## src/rtl/core_regs_pkg.sv

```systemverilog
/*
 * core register map
 * bridge addresses, field widths and reset values for the control registers,
 * plus the two-view bridge address type
 */
`default_nettype none

package core_regs_pkg;

    // field widths
    localparam int DATA_WIDTH  = 32;
    localparam int POS_WIDTH   = 10;
    localparam int FRAME_WIDTH = 16;
    localparam int CHAN_WIDTH  = 3;

    ////////////////////
    // register map

    // square window 0x002000xx, upper 24 bits only
    localparam logic [23:0] ADDR_SQUARE_WIN = 24'h002000;
    localparam logic [7:0]  OFFS_SQUARE_X   = 8'h00;
    localparam logic [7:0]  OFFS_SQUARE_Y   = 8'h04;

    localparam logic [31:0] ADDR_ANIM_EN        = 32'h0010_0000;
    localparam logic [31:0] ADDR_DEBUG          = 32'h0010_0004;
    localparam logic [31:0] ADDR_SIGNED         = 32'h0030_0000;
    localparam logic [31:0] ADDR_CHAN_EN        = 32'h00F0_000C;
    // command addresses, write only
    localparam logic [31:0] ADDR_CMD_SQUARE_RST = 32'h00F0_0010;
    localparam logic [31:0] ADDR_CMD_FRAME_RST  = 32'h00F0_0014;
    localparam logic [31:0] ADDR_CMD_FRAME_INC  = 32'h00F0_0018;
    localparam logic [31:0] ADDR_FRAME_COUNT    = 32'h2000_0000;

    ////////////////////
    // reset values

    localparam logic [CHAN_WIDTH-1:0] CHAN_EN_RESET = 3'b111;
    localparam logic                  ANIM_EN_RESET = 1'b1;
    localparam logic [DATA_WIDTH-1:0] DEBUG_RESET   = 32'h1200_5678;

    // bridge address, exact match view or window/offset view
    typedef union packed {
        logic [31:0] full;
        struct packed {
            logic [23:0] win;
            logic [7:0]  offs;
        } win_view;
    } bridge_addr_u;

endpackage

`default_nettype wire

```

## src/rtl/core_audio_pkg.sv

```systemverilog
/*
 * audio clocking constants
 * fractional MCLK accumulator for a 74.25 MHz reference and the I2S framing
 */
`default_nettype none

package core_audio_pkg;

    // 74.25 MHz * 245760 / (2 * 742500) = 12.288 MHz mclk
    localparam logic [21:0] MCLK_STEP = 22'd245760;
    localparam logic [21:0] MCLK_WRAP = 22'd742500;

    // mclk periods per sclk period
    localparam int SCLK_DIV = 4;
    // sclk periods per lrck half period
    localparam int BITS_PER_CHANNEL = 32;

endpackage

`default_nettype wire

```

## src/rtl/bridge_decode.sv

```systemverilog
/*
 * bridge decode, register pipeline stage 1
 * registers each bridge access and turns its address into one-hot selects
 */
`default_nettype none

module bridge_decode import core_regs_pkg::*; (
    input  logic                  clk_74a,
    input  logic                  rst_n,
    input  logic [31:0]           bridge_addr,
    input  logic                  bridge_rd,
    input  logic                  bridge_wr,
    input  logic [DATA_WIDTH-1:0] bridge_wr_data,
    output logic                  wr_valid,
    output logic                  rd_valid,
    output logic [DATA_WIDTH-1:0] wr_data,
    output logic                  sel_square_x,
    output logic                  sel_square_y,
    output logic                  sel_chan_en,
    output logic                  sel_anim_en,
    output logic                  sel_debug,
    output logic                  sel_signed,
    output logic                  sel_frame_count,
    output logic                  sel_cmd_square_rst,
    output logic                  sel_cmd_frame_rst,
    output logic                  sel_cmd_frame_inc
);

    bridge_addr_u addr;
    logic         in_win;
    logic         offs_x;
    logic         offs_y;

    assign addr = bridge_addr;

    // square window hit and offset checks
    assign in_win = (addr.win_view.win == ADDR_SQUARE_WIN);
    assign offs_x = (addr.win_view.offs == OFFS_SQUARE_X);
    assign offs_y = (addr.win_view.offs == OFFS_SQUARE_Y);

    always_ff @(posedge clk_74a or negedge rst_n) begin
        if (!rst_n) begin
            wr_valid           <= 1'b0;
            rd_valid           <= 1'b0;
            sel_square_x       <= 1'b0;
            sel_square_y       <= 1'b0;
            sel_chan_en        <= 1'b0;
            sel_anim_en        <= 1'b0;
            sel_debug          <= 1'b0;
            sel_signed         <= 1'b0;
            sel_frame_count    <= 1'b0;
            sel_cmd_square_rst <= 1'b0;
            sel_cmd_frame_rst  <= 1'b0;
            sel_cmd_frame_inc  <= 1'b0;
        end else begin
            wr_valid <= bridge_wr;
            rd_valid <= bridge_rd;
            // reads: any offset but y gives x; writes: only offset 0 hits x
            sel_square_x       <= in_win && (bridge_rd ? !offs_y : offs_x);
            sel_square_y       <= in_win && offs_y;
            sel_chan_en        <= (addr.full == ADDR_CHAN_EN);
            sel_anim_en        <= (addr.full == ADDR_ANIM_EN);
            sel_debug          <= (addr.full == ADDR_DEBUG);
            sel_signed         <= (addr.full == ADDR_SIGNED);
            sel_frame_count    <= (addr.full == ADDR_FRAME_COUNT);
            sel_cmd_square_rst <= (addr.full == ADDR_CMD_SQUARE_RST);
            sel_cmd_frame_rst  <= (addr.full == ADDR_CMD_FRAME_RST);
            sel_cmd_frame_inc  <= (addr.full == ADDR_CMD_FRAME_INC);
        end
    end

    // write data only matters alongside wr_valid
    always_ff @(posedge clk_74a) begin
        wr_data <= bridge_wr_data;
    end

endmodule

`default_nettype wire

```

## src/rtl/ctrl_regs.sv

```systemverilog
/*
 * control registers, register pipeline stage 2
 * holds channel/animation enables and the debug and signed words, turns
 * square and command writes into single-cycle pulses, registers read data
 */
`default_nettype none

module ctrl_regs import core_regs_pkg::*; (
    input  logic                   clk_74a,
    input  logic                   rst_n,
    // from stage 1
    input  logic                   wr_valid,
    input  logic                   rd_valid,
    input  logic [DATA_WIDTH-1:0]  wr_data,
    input  logic                   sel_square_x,
    input  logic                   sel_square_y,
    input  logic                   sel_chan_en,
    input  logic                   sel_anim_en,
    input  logic                   sel_debug,
    input  logic                   sel_signed,
    input  logic                   sel_frame_count,
    input  logic                   sel_cmd_square_rst,
    input  logic                   sel_cmd_frame_rst,
    input  logic                   sel_cmd_frame_inc,
    // from stage 3
    input  logic [POS_WIDTH-1:0]   square_x,
    input  logic [POS_WIDTH-1:0]   square_y,
    input  logic [FRAME_WIDTH-1:0] frame_count,
    output logic [DATA_WIDTH-1:0]  bridge_rd_data,
    // to stage 3
    output logic                   square_x_wr,
    output logic                   square_y_wr,
    output logic                   square_rst,
    output logic                   frame_rst,
    output logic                   frame_inc,
    output logic [POS_WIDTH-1:0]   pos_data,
    output logic                   anim_en,
    output logic [CHAN_WIDTH-1:0]  chan_en
);

    logic [DATA_WIDTH-1:0] debug_value;
    logic [DATA_WIDTH-1:0] signed_value;
    logic [DATA_WIDTH-1:0] rd_word;

    ////////////////////
    // register writes and command pulses

    always_ff @(posedge clk_74a or negedge rst_n) begin
        if (!rst_n) begin
            chan_en      <= CHAN_EN_RESET;
            anim_en      <= ANIM_EN_RESET;
            debug_value  <= DEBUG_RESET;
            signed_value <= '0;
            square_x_wr  <= 1'b0;
            square_y_wr  <= 1'b0;
            square_rst   <= 1'b0;
            frame_rst    <= 1'b0;
            frame_inc    <= 1'b0;
        end else begin
            if (wr_valid && sel_chan_en) chan_en <= wr_data[CHAN_WIDTH-1:0];
            if (wr_valid && sel_anim_en) anim_en <= wr_data[0];
            if (wr_valid && sel_debug) debug_value <= wr_data;
            if (wr_valid && sel_signed) signed_value <= wr_data;
            // one cycle each, stage 3 acts on them
            square_x_wr <= wr_valid && sel_square_x;
            square_y_wr <= wr_valid && sel_square_y;
            square_rst  <= wr_valid && sel_cmd_square_rst;
            frame_rst   <= wr_valid && sel_cmd_frame_rst;
            frame_inc   <= wr_valid && sel_cmd_frame_inc;
        end
    end

    // position payload travels with the x/y pulses
    always_ff @(posedge clk_74a) begin
        pos_data <= wr_data[POS_WIDTH-1:0];
    end

    ////////////////////
    // read-back mux

    // selects are one-hot, unmapped reads fall through to 0
    always_comb begin
        rd_word = '0;
        if (sel_square_x) rd_word = DATA_WIDTH'(square_x);
        if (sel_square_y) rd_word = DATA_WIDTH'(square_y);
        if (sel_chan_en) rd_word = DATA_WIDTH'(chan_en);
        if (sel_anim_en) rd_word = DATA_WIDTH'(anim_en);
        if (sel_debug) rd_word = debug_value;
        if (sel_signed) rd_word = signed_value;
        if (sel_frame_count) rd_word = DATA_WIDTH'(frame_count);
    end

    // holds until the next read lands
    always_ff @(posedge clk_74a or negedge rst_n) begin
        if (!rst_n) begin
            bridge_rd_data <= '0;
        end else if (rd_valid) begin
            bridge_rd_data <= rd_word;
        end
    end

endmodule

`default_nettype wire

```

## src/rtl/frame_state.sv

```systemverilog
/*
 * frame state, register pipeline stage 3
 * square position and the vblank-driven frame counter
 */
`default_nettype none

module frame_state import core_regs_pkg::*; #(
    parameter int FRAME_WIDTH = core_regs_pkg::FRAME_WIDTH
) (
    input  logic                   clk_74a,
    input  logic                   rst_n,
    input  logic                   vblank,
    input  logic                   anim_en,
    input  logic                   square_x_wr,
    input  logic                   square_y_wr,
    input  logic                   square_rst,
    input  logic                   frame_rst,
    input  logic                   frame_inc,
    input  logic [POS_WIDTH-1:0]   pos_data,
    output logic [POS_WIDTH-1:0]   square_x,
    output logic [POS_WIDTH-1:0]   square_y,
    output logic [FRAME_WIDTH-1:0] frame_count
);

    logic vblank_q;
    logic vblank_rise;

    // single-register edge detect
    assign vblank_rise = vblank && !vblank_q;

    ////////////////////
    // square position

    // reset command beats a same-cycle write
    always_ff @(posedge clk_74a or negedge rst_n) begin
        if (!rst_n) begin
            square_x <= '0;
            square_y <= '0;
        end else if (square_rst) begin
            square_x <= '0;
            square_y <= '0;
        end else begin
            if (square_x_wr) square_x <= pos_data;
            if (square_y_wr) square_y <= pos_data;
        end
    end

    ////////////////////
    // frame counter

    always_ff @(posedge clk_74a or negedge rst_n) begin
        if (!rst_n) begin
            vblank_q    <= 1'b0;
            frame_count <= '0;
        end else begin
            vblank_q <= vblank;
            // frame_rst wins, else command and vblank both count, wraps
            if (frame_rst) begin
                frame_count <= '0;
            end else begin
                frame_count <= frame_count + FRAME_WIDTH'(frame_inc)
                             + FRAME_WIDTH'(vblank_rise && anim_en);
            end
        end
    end

endmodule

`default_nettype wire

```

## src/rtl/audio_clock_gen.sv

```systemverilog
/*
 * I2S silence generator
 * fractional accumulator MCLK, SCLK and LRCK counted from MCLK edges,
 * DAC data held low
 */
`default_nettype none

module audio_clock_gen import core_audio_pkg::*; #(
    parameter logic [21:0] ACCUM_STEP = MCLK_STEP,
    parameter logic [21:0] ACCUM_WRAP = MCLK_WRAP
) (
    input  logic clk_74a,
    input  logic rst_n,
    output logic audio_mclk,
    output logic audio_lrck,
    output logic audio_dac
);

    localparam int DIV_W = $clog2(SCLK_DIV);
    localparam int BIT_W = $clog2(BITS_PER_CHANNEL);

    logic [$bits(ACCUM_STEP)-1:0] accum;
    logic                         mclk_toggle;
    logic                         mclk_rise;
    logic                         sclk_fall;
    logic [DIV_W-1:0]             sclk_div;
    logic [BIT_W-1:0]             bit_cnt;

    assign mclk_toggle = (accum >= ACCUM_WRAP);
    // toggling from low means a rising edge this clock
    assign mclk_rise   = mclk_toggle && !audio_mclk;
    // sclk is the divider msb, it falls as the divider wraps
    assign sclk_fall   = mclk_rise && (sclk_div == DIV_W'(SCLK_DIV - 1));

    ////////////////////
    // mclk accumulator

    always_ff @(posedge clk_74a or negedge rst_n) begin
        if (!rst_n) begin
            accum      <= '0;
            audio_mclk <= 1'b0;
        end else if (mclk_toggle) begin
            accum      <= accum - ACCUM_WRAP + ACCUM_STEP;
            audio_mclk <= !audio_mclk;
        end else begin
            accum <= accum + ACCUM_STEP;
        end
    end

    ////////////////////
    // sclk divide and lrck framing

    always_ff @(posedge clk_74a or negedge rst_n) begin
        if (!rst_n) begin
            sclk_div   <= '0;
            bit_cnt    <= '0;
            audio_lrck <= 1'b0;
        end else begin
            if (mclk_rise) sclk_div <= sclk_div + 1'b1;
            if (sclk_fall) begin
                bit_cnt <= bit_cnt + 1'b1;
                // switch channel after the last bit slot
                if (bit_cnt == BIT_W'(BITS_PER_CHANNEL - 1)) begin
                    audio_lrck <= !audio_lrck;
                    bit_cnt    <= '0;
                end
            end
        end
    end

    // silence
    assign audio_dac = 1'b0;

endmodule

`default_nettype wire

```

## src/rtl/core_top.sv

```systemverilog
/*
 * core top level
 * bridge register pipeline (decode, control, frame state) and audio clocks
 */
`default_nettype none

module core_top import core_regs_pkg::*, core_audio_pkg::*; (
    input  logic                  clk_74a,
    input  logic                  rst_n,
    input  logic [31:0]           bridge_addr,
    input  logic                  bridge_rd,
    input  logic                  bridge_wr,
    input  logic [DATA_WIDTH-1:0] bridge_wr_data,
    input  logic                  vblank,
    output logic [DATA_WIDTH-1:0] bridge_rd_data,
    output logic [CHAN_WIDTH-1:0] video_channel_enable,
    output logic                  video_anim_enable,
    output logic                  audio_mclk,
    output logic                  audio_lrck,
    output logic                  audio_dac
);

    // stage 1 to 2
    logic                   wr_valid, rd_valid;
    logic [DATA_WIDTH-1:0]  wr_data;
    logic                   sel_square_x, sel_square_y, sel_chan_en, sel_anim_en;
    logic                   sel_debug, sel_signed, sel_frame_count;
    logic                   sel_cmd_square_rst, sel_cmd_frame_rst, sel_cmd_frame_inc;
    // stage 2 to 3 and back
    logic                   square_x_wr, square_y_wr, square_rst, frame_rst, frame_inc;
    logic [POS_WIDTH-1:0]   pos_data, square_x, square_y;
    logic [FRAME_WIDTH-1:0] frame_count;

    bridge_decode bridge_decode_inst (.*);

    ctrl_regs ctrl_regs_inst (
        .*,
        .anim_en (video_anim_enable),
        .chan_en (video_channel_enable)
    );

    frame_state #(
        .FRAME_WIDTH (FRAME_WIDTH)
    ) frame_state_inst (
        .*,
        .anim_en (video_anim_enable)
    );

    audio_clock_gen #(
        .ACCUM_STEP (MCLK_STEP),
        .ACCUM_WRAP (MCLK_WRAP)
    ) audio_clock_gen_inst (.*);

endmodule

`default_nettype wire

```

## config.mk

```make
export PLATFORM = sky130hd
export DESIGN_NAME = core_top
export DESIGN_NICKNAME = d
export VERILOG_FILES = /design/src/rtl/core_regs_pkg.sv /design/src/rtl/core_audio_pkg.sv /design/src/rtl/bridge_decode.sv /design/src/rtl/ctrl_regs.sv /design/src/rtl/frame_state.sv /design/src/rtl/audio_clock_gen.sv /design/src/rtl/core_top.sv
export SDC_FILE = /design/constraint.sdc
export NUM_CORES = 1
export LEC_CHECK = 0
export BUFFER_PORTS_ARGS = -buffer_cell sky130_fd_sc_hd__buf_2
export CAP_MARGIN = 0
export CORE_ASPECT_RATIO = 1.4
export CORE_UTILIZATION = 43
export DETAILED_ROUTE_END_ITERATION = 6
export PLACE_DENSITY = 0.68
export SLEW_MARGIN = 20
export SYNTH_ARGS = -nofsm -noshare
export SYNTH_HDL_FRONTEND = slang
export SYNTH_SLANG_ARGS = --single-unit
```

## constraint.sdc

```tcl
create_clock -name clk_74a -period 3 [get_ports clk_74a]
set_clock_uncertainty 0.15 [all_clocks]
set_input_delay 0.15 -clock clk_74a [delete_from_list [all_inputs] [get_ports clk_74a]]
set_output_delay 0.15 -clock clk_74a [all_outputs]
set_load 0.005 [all_outputs]
```

=== Yosys cells after proc, flatten, opt, wreduce, memory -nomap -nowiden ===
Cells that the tools add are included.

* Flip-flop bits (word level): 227
* Input bits: 69

* Add/subtract/negate cells: 7
* $lt $le $gt $ge: 1
* Eq/ne operators: 12
* Muxes and demuxes: 15
* Reduce and logical (&&, ||, !) cells: 23

{| class="wikitable"
|+ Operator list
! cell !! number
|-
| 32-bit by 24-bit == test with 1-bit output (second input constant) || 4
|-
| 32-bit 2-to-1 mux || 3
|-
| 10-bit 2-to-1 mux || 8
|-
| 32-bit by 21-bit == test with 1-bit output (second input constant) || 2
|-
| 22-bit by 18-bit adder with 22-bit output (second input constant) || 2
|-
| 16-bit by 1-bit adder with 16-bit output || 2
|-
| 32-bit by 22-bit == test with 1-bit output (second input constant) || 1
|-
| 32-bit by 30-bit == test with 1-bit output (second input constant) || 1
|-
| 24-bit by 14-bit == test with 1-bit output (second input constant) || 1
|-
| 22-bit by 20-bit >= comparator with 1-bit output (second input constant) || 1
|-
| 22-bit 2-to-1 mux || 1
|-
| 22-bit by 20-bit subtractor with 22-bit output (second input constant) || 1
|-
| 16-bit 2-to-1 mux || 1
|-
| 1-bit logical AND || 15
|-
| 8-bit by 3-bit == test with 1-bit output (second input constant) || 1
|-
| 8-bit logical NOT || 1
|-
| 5-bit by 1-bit adder with 5-bit output (second input constant) || 1
|-
| 5-bit == test (second input constant) || 1
|-
| 5-bit 2-to-1 mux || 1
|-
| 1-bit logical NOT || 4
|-
| 2-bit nonzero test || 2
|-
| 2-bit by 1-bit adder with 2-bit output (second input constant) || 1
|-
| 2-bit == test (second input constant) || 1
|-
| 2-bit AND reduction || 1
|-
| 1-bit 2-to-1 mux || 1
|}

=== Logic depth before layout (Yosys ltp) ===
* Word-level depth: 7
* Mapped depth: 9
* Gate-level depth less buffers: 9

=== By module ===
From an unflattened synthesis, not the netlist that was laid out.

* Cells, all modules: 761
* Area, all modules: 9266.4 um^2

{| class="wikitable"
|+ By module, submodules not included
! module !! instances !! cells each !! area an instance (um^2)
|-
| ctrl_regs || 1 || 375 || 4744.6
|-
| frame_state || 1 || 149 || 1661.6
|-
| audio_clock_gen || 1 || 153 || 1629.1
|-
| bridge_decode || 1 || 84 || 1231.2
|}

=== Least setup slack after synthesis ===
OpenSTA, ideal clock, no wires.

* Path kind: flip-flop to flip-flop
* Start: register ctrl_regs_inst.anim_en
* End: register frame_state_inst.frame_count[13]
* Setup time: 132 ps
* Arrival: 1951 ps
* Slack: 767 ps
* Stages on the path, launching flop included: 9
* Period minus slack after synthesis: 2233 ps
* Cells stage by stage: dfstp_2 > nand3b_1 > fa_1 > nand3b_1 > nor3_1 > and3_1 > nand3_1 > xor2_1 > nor2_1

* Word-level cells in the longest chain between the ends: 3

{| class="wikitable"
|+ RTL lines
! element !! RTL line !! text
|-
| from (decl) || ctrl_regs.sv:37 || <nowiki>output logic anim_en,</nowiki>
|-
| from (signal assigned) || ctrl_regs.sv:61 || <nowiki>if (wr_valid && sel_anim_en) anim_en <= wr_data[0];</nowiki>
|-
| 1-bit logical AND || frame_state.sv:62 || <nowiki>+ FRAME_WIDTH'(vblank_rise && anim_en);</nowiki>
|-
| 16-bit by 1-bit adder with 16-bit output || frame_state.sv:62 ||
|-
| 16-bit 2-to-1 mux || frame_state.sv:58 || <nowiki>if (frame_rst) begin</nowiki>
|-
| to (signal assigned) || frame_state.sv:61 || <nowiki>frame_count <= frame_count + FRAME_WIDTH'(frame_inc)</nowiki>
|-
| to (decl) || frame_state.sv:22 || <nowiki>output logic [FRAME_WIDTH-1:0] frame_count</nowiki>
|}

Every way passes these cells.
A chain may end at the register's enable or synchronous reset.

=== Final worst setup path ===
* Start: input bridge_addr[15]
* End: register bridge_decode_inst.sel_cmd_frame_rst

* Word-level cells in the longest chain between the ends: 1

{| class="wikitable"
|+ RTL lines
! element !! RTL line !! text
|-
| from (decl) || core_top.sv:10 || <nowiki>input logic [31:0] bridge_addr,</nowiki>
|-
| 32-bit by 24-bit == test with 1-bit output || bridge_decode.sv:67 || <nowiki>sel_cmd_frame_rst <= (addr.full == ADDR_CMD_FRAME_RST);</nowiki>
|-
| to (signal assigned) || bridge_decode.sv:67 ||
|-
| to (decl) || bridge_decode.sv:25 || <nowiki>output logic sel_cmd_frame_rst,</nowiki>
|}

Every way passes these cells.

==> key figures <==
Outcome
  – Status: completed

Timing
  – Slew HR: 0.490
  – Final hold slack: between 0.03 and 0.04 ns
  – Max Clk Rate: 379 MHz
  – Max Slew Vio Count: 0
  – Fin. Hold Viols: 0
  – Tcrit/Tclk final: 0.881
  – Setup_tns: 0 ns
  – Worst slew pin tran: roughly 0.76 ns
  – RSZ-0062 raised after global routing: false
  – Endpoints failing setup: 0
  – Fin crit period: 2.64 ns

Floorplanning
  – # IOs: approximately 110
  – Core ar.: 20,600 sq um
  – Rows: between 60 and 70
  – Initial core utilization: 0.438
  – Die area: 21,500 sq um
  – Chip Height: between 150 and 200 um
  – Die width: 124 um

CTS
  – Worst-path clk slew: about 0.060 ns
  – Post-cts sizing count: 0
  – CTS Root Cell: clkbuf_16
  – Bufs on Longest Clock Path: 3
  – CTS H-Tree Depth: 1
  – CTS buffer count: 23
  – Clock latency on the worst-skew pair: 0.51 ns
  – CTS tree: done
  – CTS sink count: about 230
  – Postcts setup bufs: 0

Routing
  – Initial DRC Count: 353
  – WL per Instance: 16.4 um
  – Vias: 6,112
  – Routed Antenna Nets: 0
  – DRT Wirelength: 19.1 mm
  – Residual DRC count: 0
  – First drt pass iteration count: 7
  – Vias per std cell: roughly 5.3

Setup path
  – Slowest-stage cell, CP: dlygate4sd3_1
  – RR Startpoint: ctrl_regs_inst.anim_en
  – Slowest stage delay, CP: 0.59 ns
  – Critical path peak fanout: 5
  – CP required: about 3.3 ns
  – Critical path endpoint category: flip-flop
  – Critical Path, Cell by Cell: dlygate4sd3_1 -> buf_2 -> nor4_1 -> nand2_1 -> nor4_4 -> nand2_2 -> dlygate4sd3_1 -> nor3_1 -> dlygate4sd3_1
  – Crit Path Category: in -> reg
  – Reg2Reg Depth: 8
  – Reg2reg end: frame_state_inst.frame_count[15]
  – FF-to-FF setup slack: 0.57 ns
  – Worst Path Arrival: 2.93 ns
  – CP Launch Point: bridge_addr[15]
  – Setup crit start kind: input port
  – Critical path's most frequent cell: dlygate4sd3_1

Logic synthesis
  – Unique cell type count in the Yosys netlist: 64
  – Register bit total from synthesis: 225
  – Async S/R FF share, synth: 0.813
  – Seq/Total Area, Yosys: 0.603
  – YS warnings: 0
  – Dominant synthesized flop cell: dfrtp_1
  – Mean area per synthesized cell: ~12 sq um
  – Cells after Synth: between 700 and 800
  – Cell area after synthesis: 9010 sq um
  – Post-synth EDFFs: 0
  – Syn_nets: a little over 800

Cells and area
  – Commonest non-fill, non-tap cell in the layout: dfrtp_1
  – Final net count: 971
  – Final instance area: roughly 11,000 sq um
  – Inserted Diodes: 0
  – Area Overhead vs Synth: 23.1%
  – Register area: 5440 sq um
  – Fillers: 1,774
  – Layout cell share with drive strength beyond 1: 0.300
  – Most frequent cells in the layout: dfrtp_1 (169), buf_2 (105), mux2_2 (84)
  – Multi-input gate area in the final layout: 3330 sq um
  – Util after Layout: 0.540

Pwr
  – Leak: 5.20 nW
  – Power Total: just under 0.006 W
  – Peak supply drop: 0.436 mV
  – Power Dens Cells: 531 nW/um^2

Global route
  – Remaining global-route overflow: 0
  – Initial antenna violation count: 0
  – Pin count of the biggest net entering global routing: 80
  – Tot GR Track Use: 0.182
  – First-pass GRT wire length: ~32 mm
  – Vias in the first global route: 6,239

Min path
  – Hold_sp: bridge_addr[22]
  – Worst hold stages: 4
  – Hold Crit Class: in -> reg
  – Hold EP: bridge_decode_inst.sel_chan_en

Placement
  – RD Place Congestion: 0.783
  – I/O Buffers: roughly 110
  – Placed cell area: about 9900 sq um
  – Detail Placement HPWL: approximately 13 mm

Flow run
  – Maxcap violations: 0
-- kinds of logic (layout without fill, tap and decap cells) --
kind of cell,after synthesis,count (layout),synth area share
AO/OA/AOI/OAI,118,118,0.0911
XOR/XNOR,30,30,0.0292
adder cells (fa/ha/maj),11,11,0.0161
buffers and inverters,61,244,0.0275
flip-flops,225,225,0.603
multiplexers,109,109,0.134
other,1,1,0.000416
AND/OR/NAND/NOR,170,170,0.0984
-- cell type report --
class	instances	area share
Multi-Input combinational cell	439	0.300
Timing Repair Buffer	174	0.109
Clock inverter	10	0.00564
Tap cell	256	0.0289
Inverter	28	0.00947
Sequential cell	225	0.490
Clock buffer	32	0.0567
-- repair_timing --
action                                 4_1_cts  5_1_grt
endpoints found under the hold margin      121        0
setup endpoints to repair                    0        0
hold buffers                                54        0
-- power by group --
group / total [W] / switching [W] / internal [W]
clock network: 0.00263 / 0.00115 / 0.00147
registers: 0.00309 / 0.0000260 / 0.00306
logic: 0.000177 / 0.0000901 / 0.0000869
total: 0.00589 / 0.00127 / 0.00462
-- synth_stat cells, types with 10 or more instances --
library cell | n | area (sq um)
a21oi_1 | 15 | 75.1
a22oi_1 | 21 | 158
clkbuf_1 | 19 | 71.3
dfrtp_1 | 169 | 4230
dfstp_2 | 14 | 368
dfxtp_1 | 42 | 841
ha_1 | 10 | 125
inv_1 | 28 | 105
mux2_2 | 84 | 946
mux2i_1 | 23 | 230
nand2_1 | 42 | 158
nand3_1 | 13 | 65.1
nor2_1 | 48 | 180
nor3_1 | 12 | 60.1
o21ai_0 | 28 | 140
o22ai_1 | 18 | 113
xnor2_1 | 10 | 87.6
xor2_1 | 20 | 175
-- flip-flops by register name, summed over array words and instances, names as in the netlist, 16 cells and up --
signal                         cells
frame_state_inst.frame_count      16
ctrl_regs_inst.bridge_rd_data     32
ctrl_regs_inst.debug_value        32
bridge_decode_inst.wr_data        32
ctrl_regs_inst.signed_value       32
audio_clock_gen_inst.accum        20
-- worst max-delay path by stage --
stage | cells after the start | to | slack, ns
3_5_place_dp | 9 | frame_state_inst.frame_count[12] | 0.61
4_1_cts | 9 | bridge_decode_inst.sel_cmd_frame_rst | 0.37
6_report | 9 | bridge_decode_inst.sel_cmd_frame_rst | 0.36
3_3_place_gp | 8 | frame_state_inst.frame_count[15] | 0.63
5_1_grt | 9 | bridge_decode_inst.sel_cmd_frame_rst | 0.18
2_1_floorplan | 8 | frame_state_inst.frame_count[13] | 0.77
-- worst max-delay path: cells and delay by family --
family / cells / cell delay, ns
buffers and inverters: 4 / 1.81
AND/OR/NAND/NOR: 5 / 0.97
-- stage by stage --
step / instances / worst slack [ns]
final: 1164 / 0.358
after global placement: 1068 / 0.633
after floorplan: 725 / 0.767
after CTS: 1164 / 0.367
after detailed placement: 1068 / 0.607
after global routing: 1164 / 0.175
-- per-layer routing --
metal | GRT usage | part of all wire | vias up
met5 | 0 | 0 | -
li1 | - | - | 2905
met2 | 0.315 | 0.52 | 128
met4 | 0.0582 | 0.021 | 0
met3 | 0.0225 | 0.036 | 30
met1 | 0.236 | 0.43 | 3049
Power figures use the tool's default switching activity.
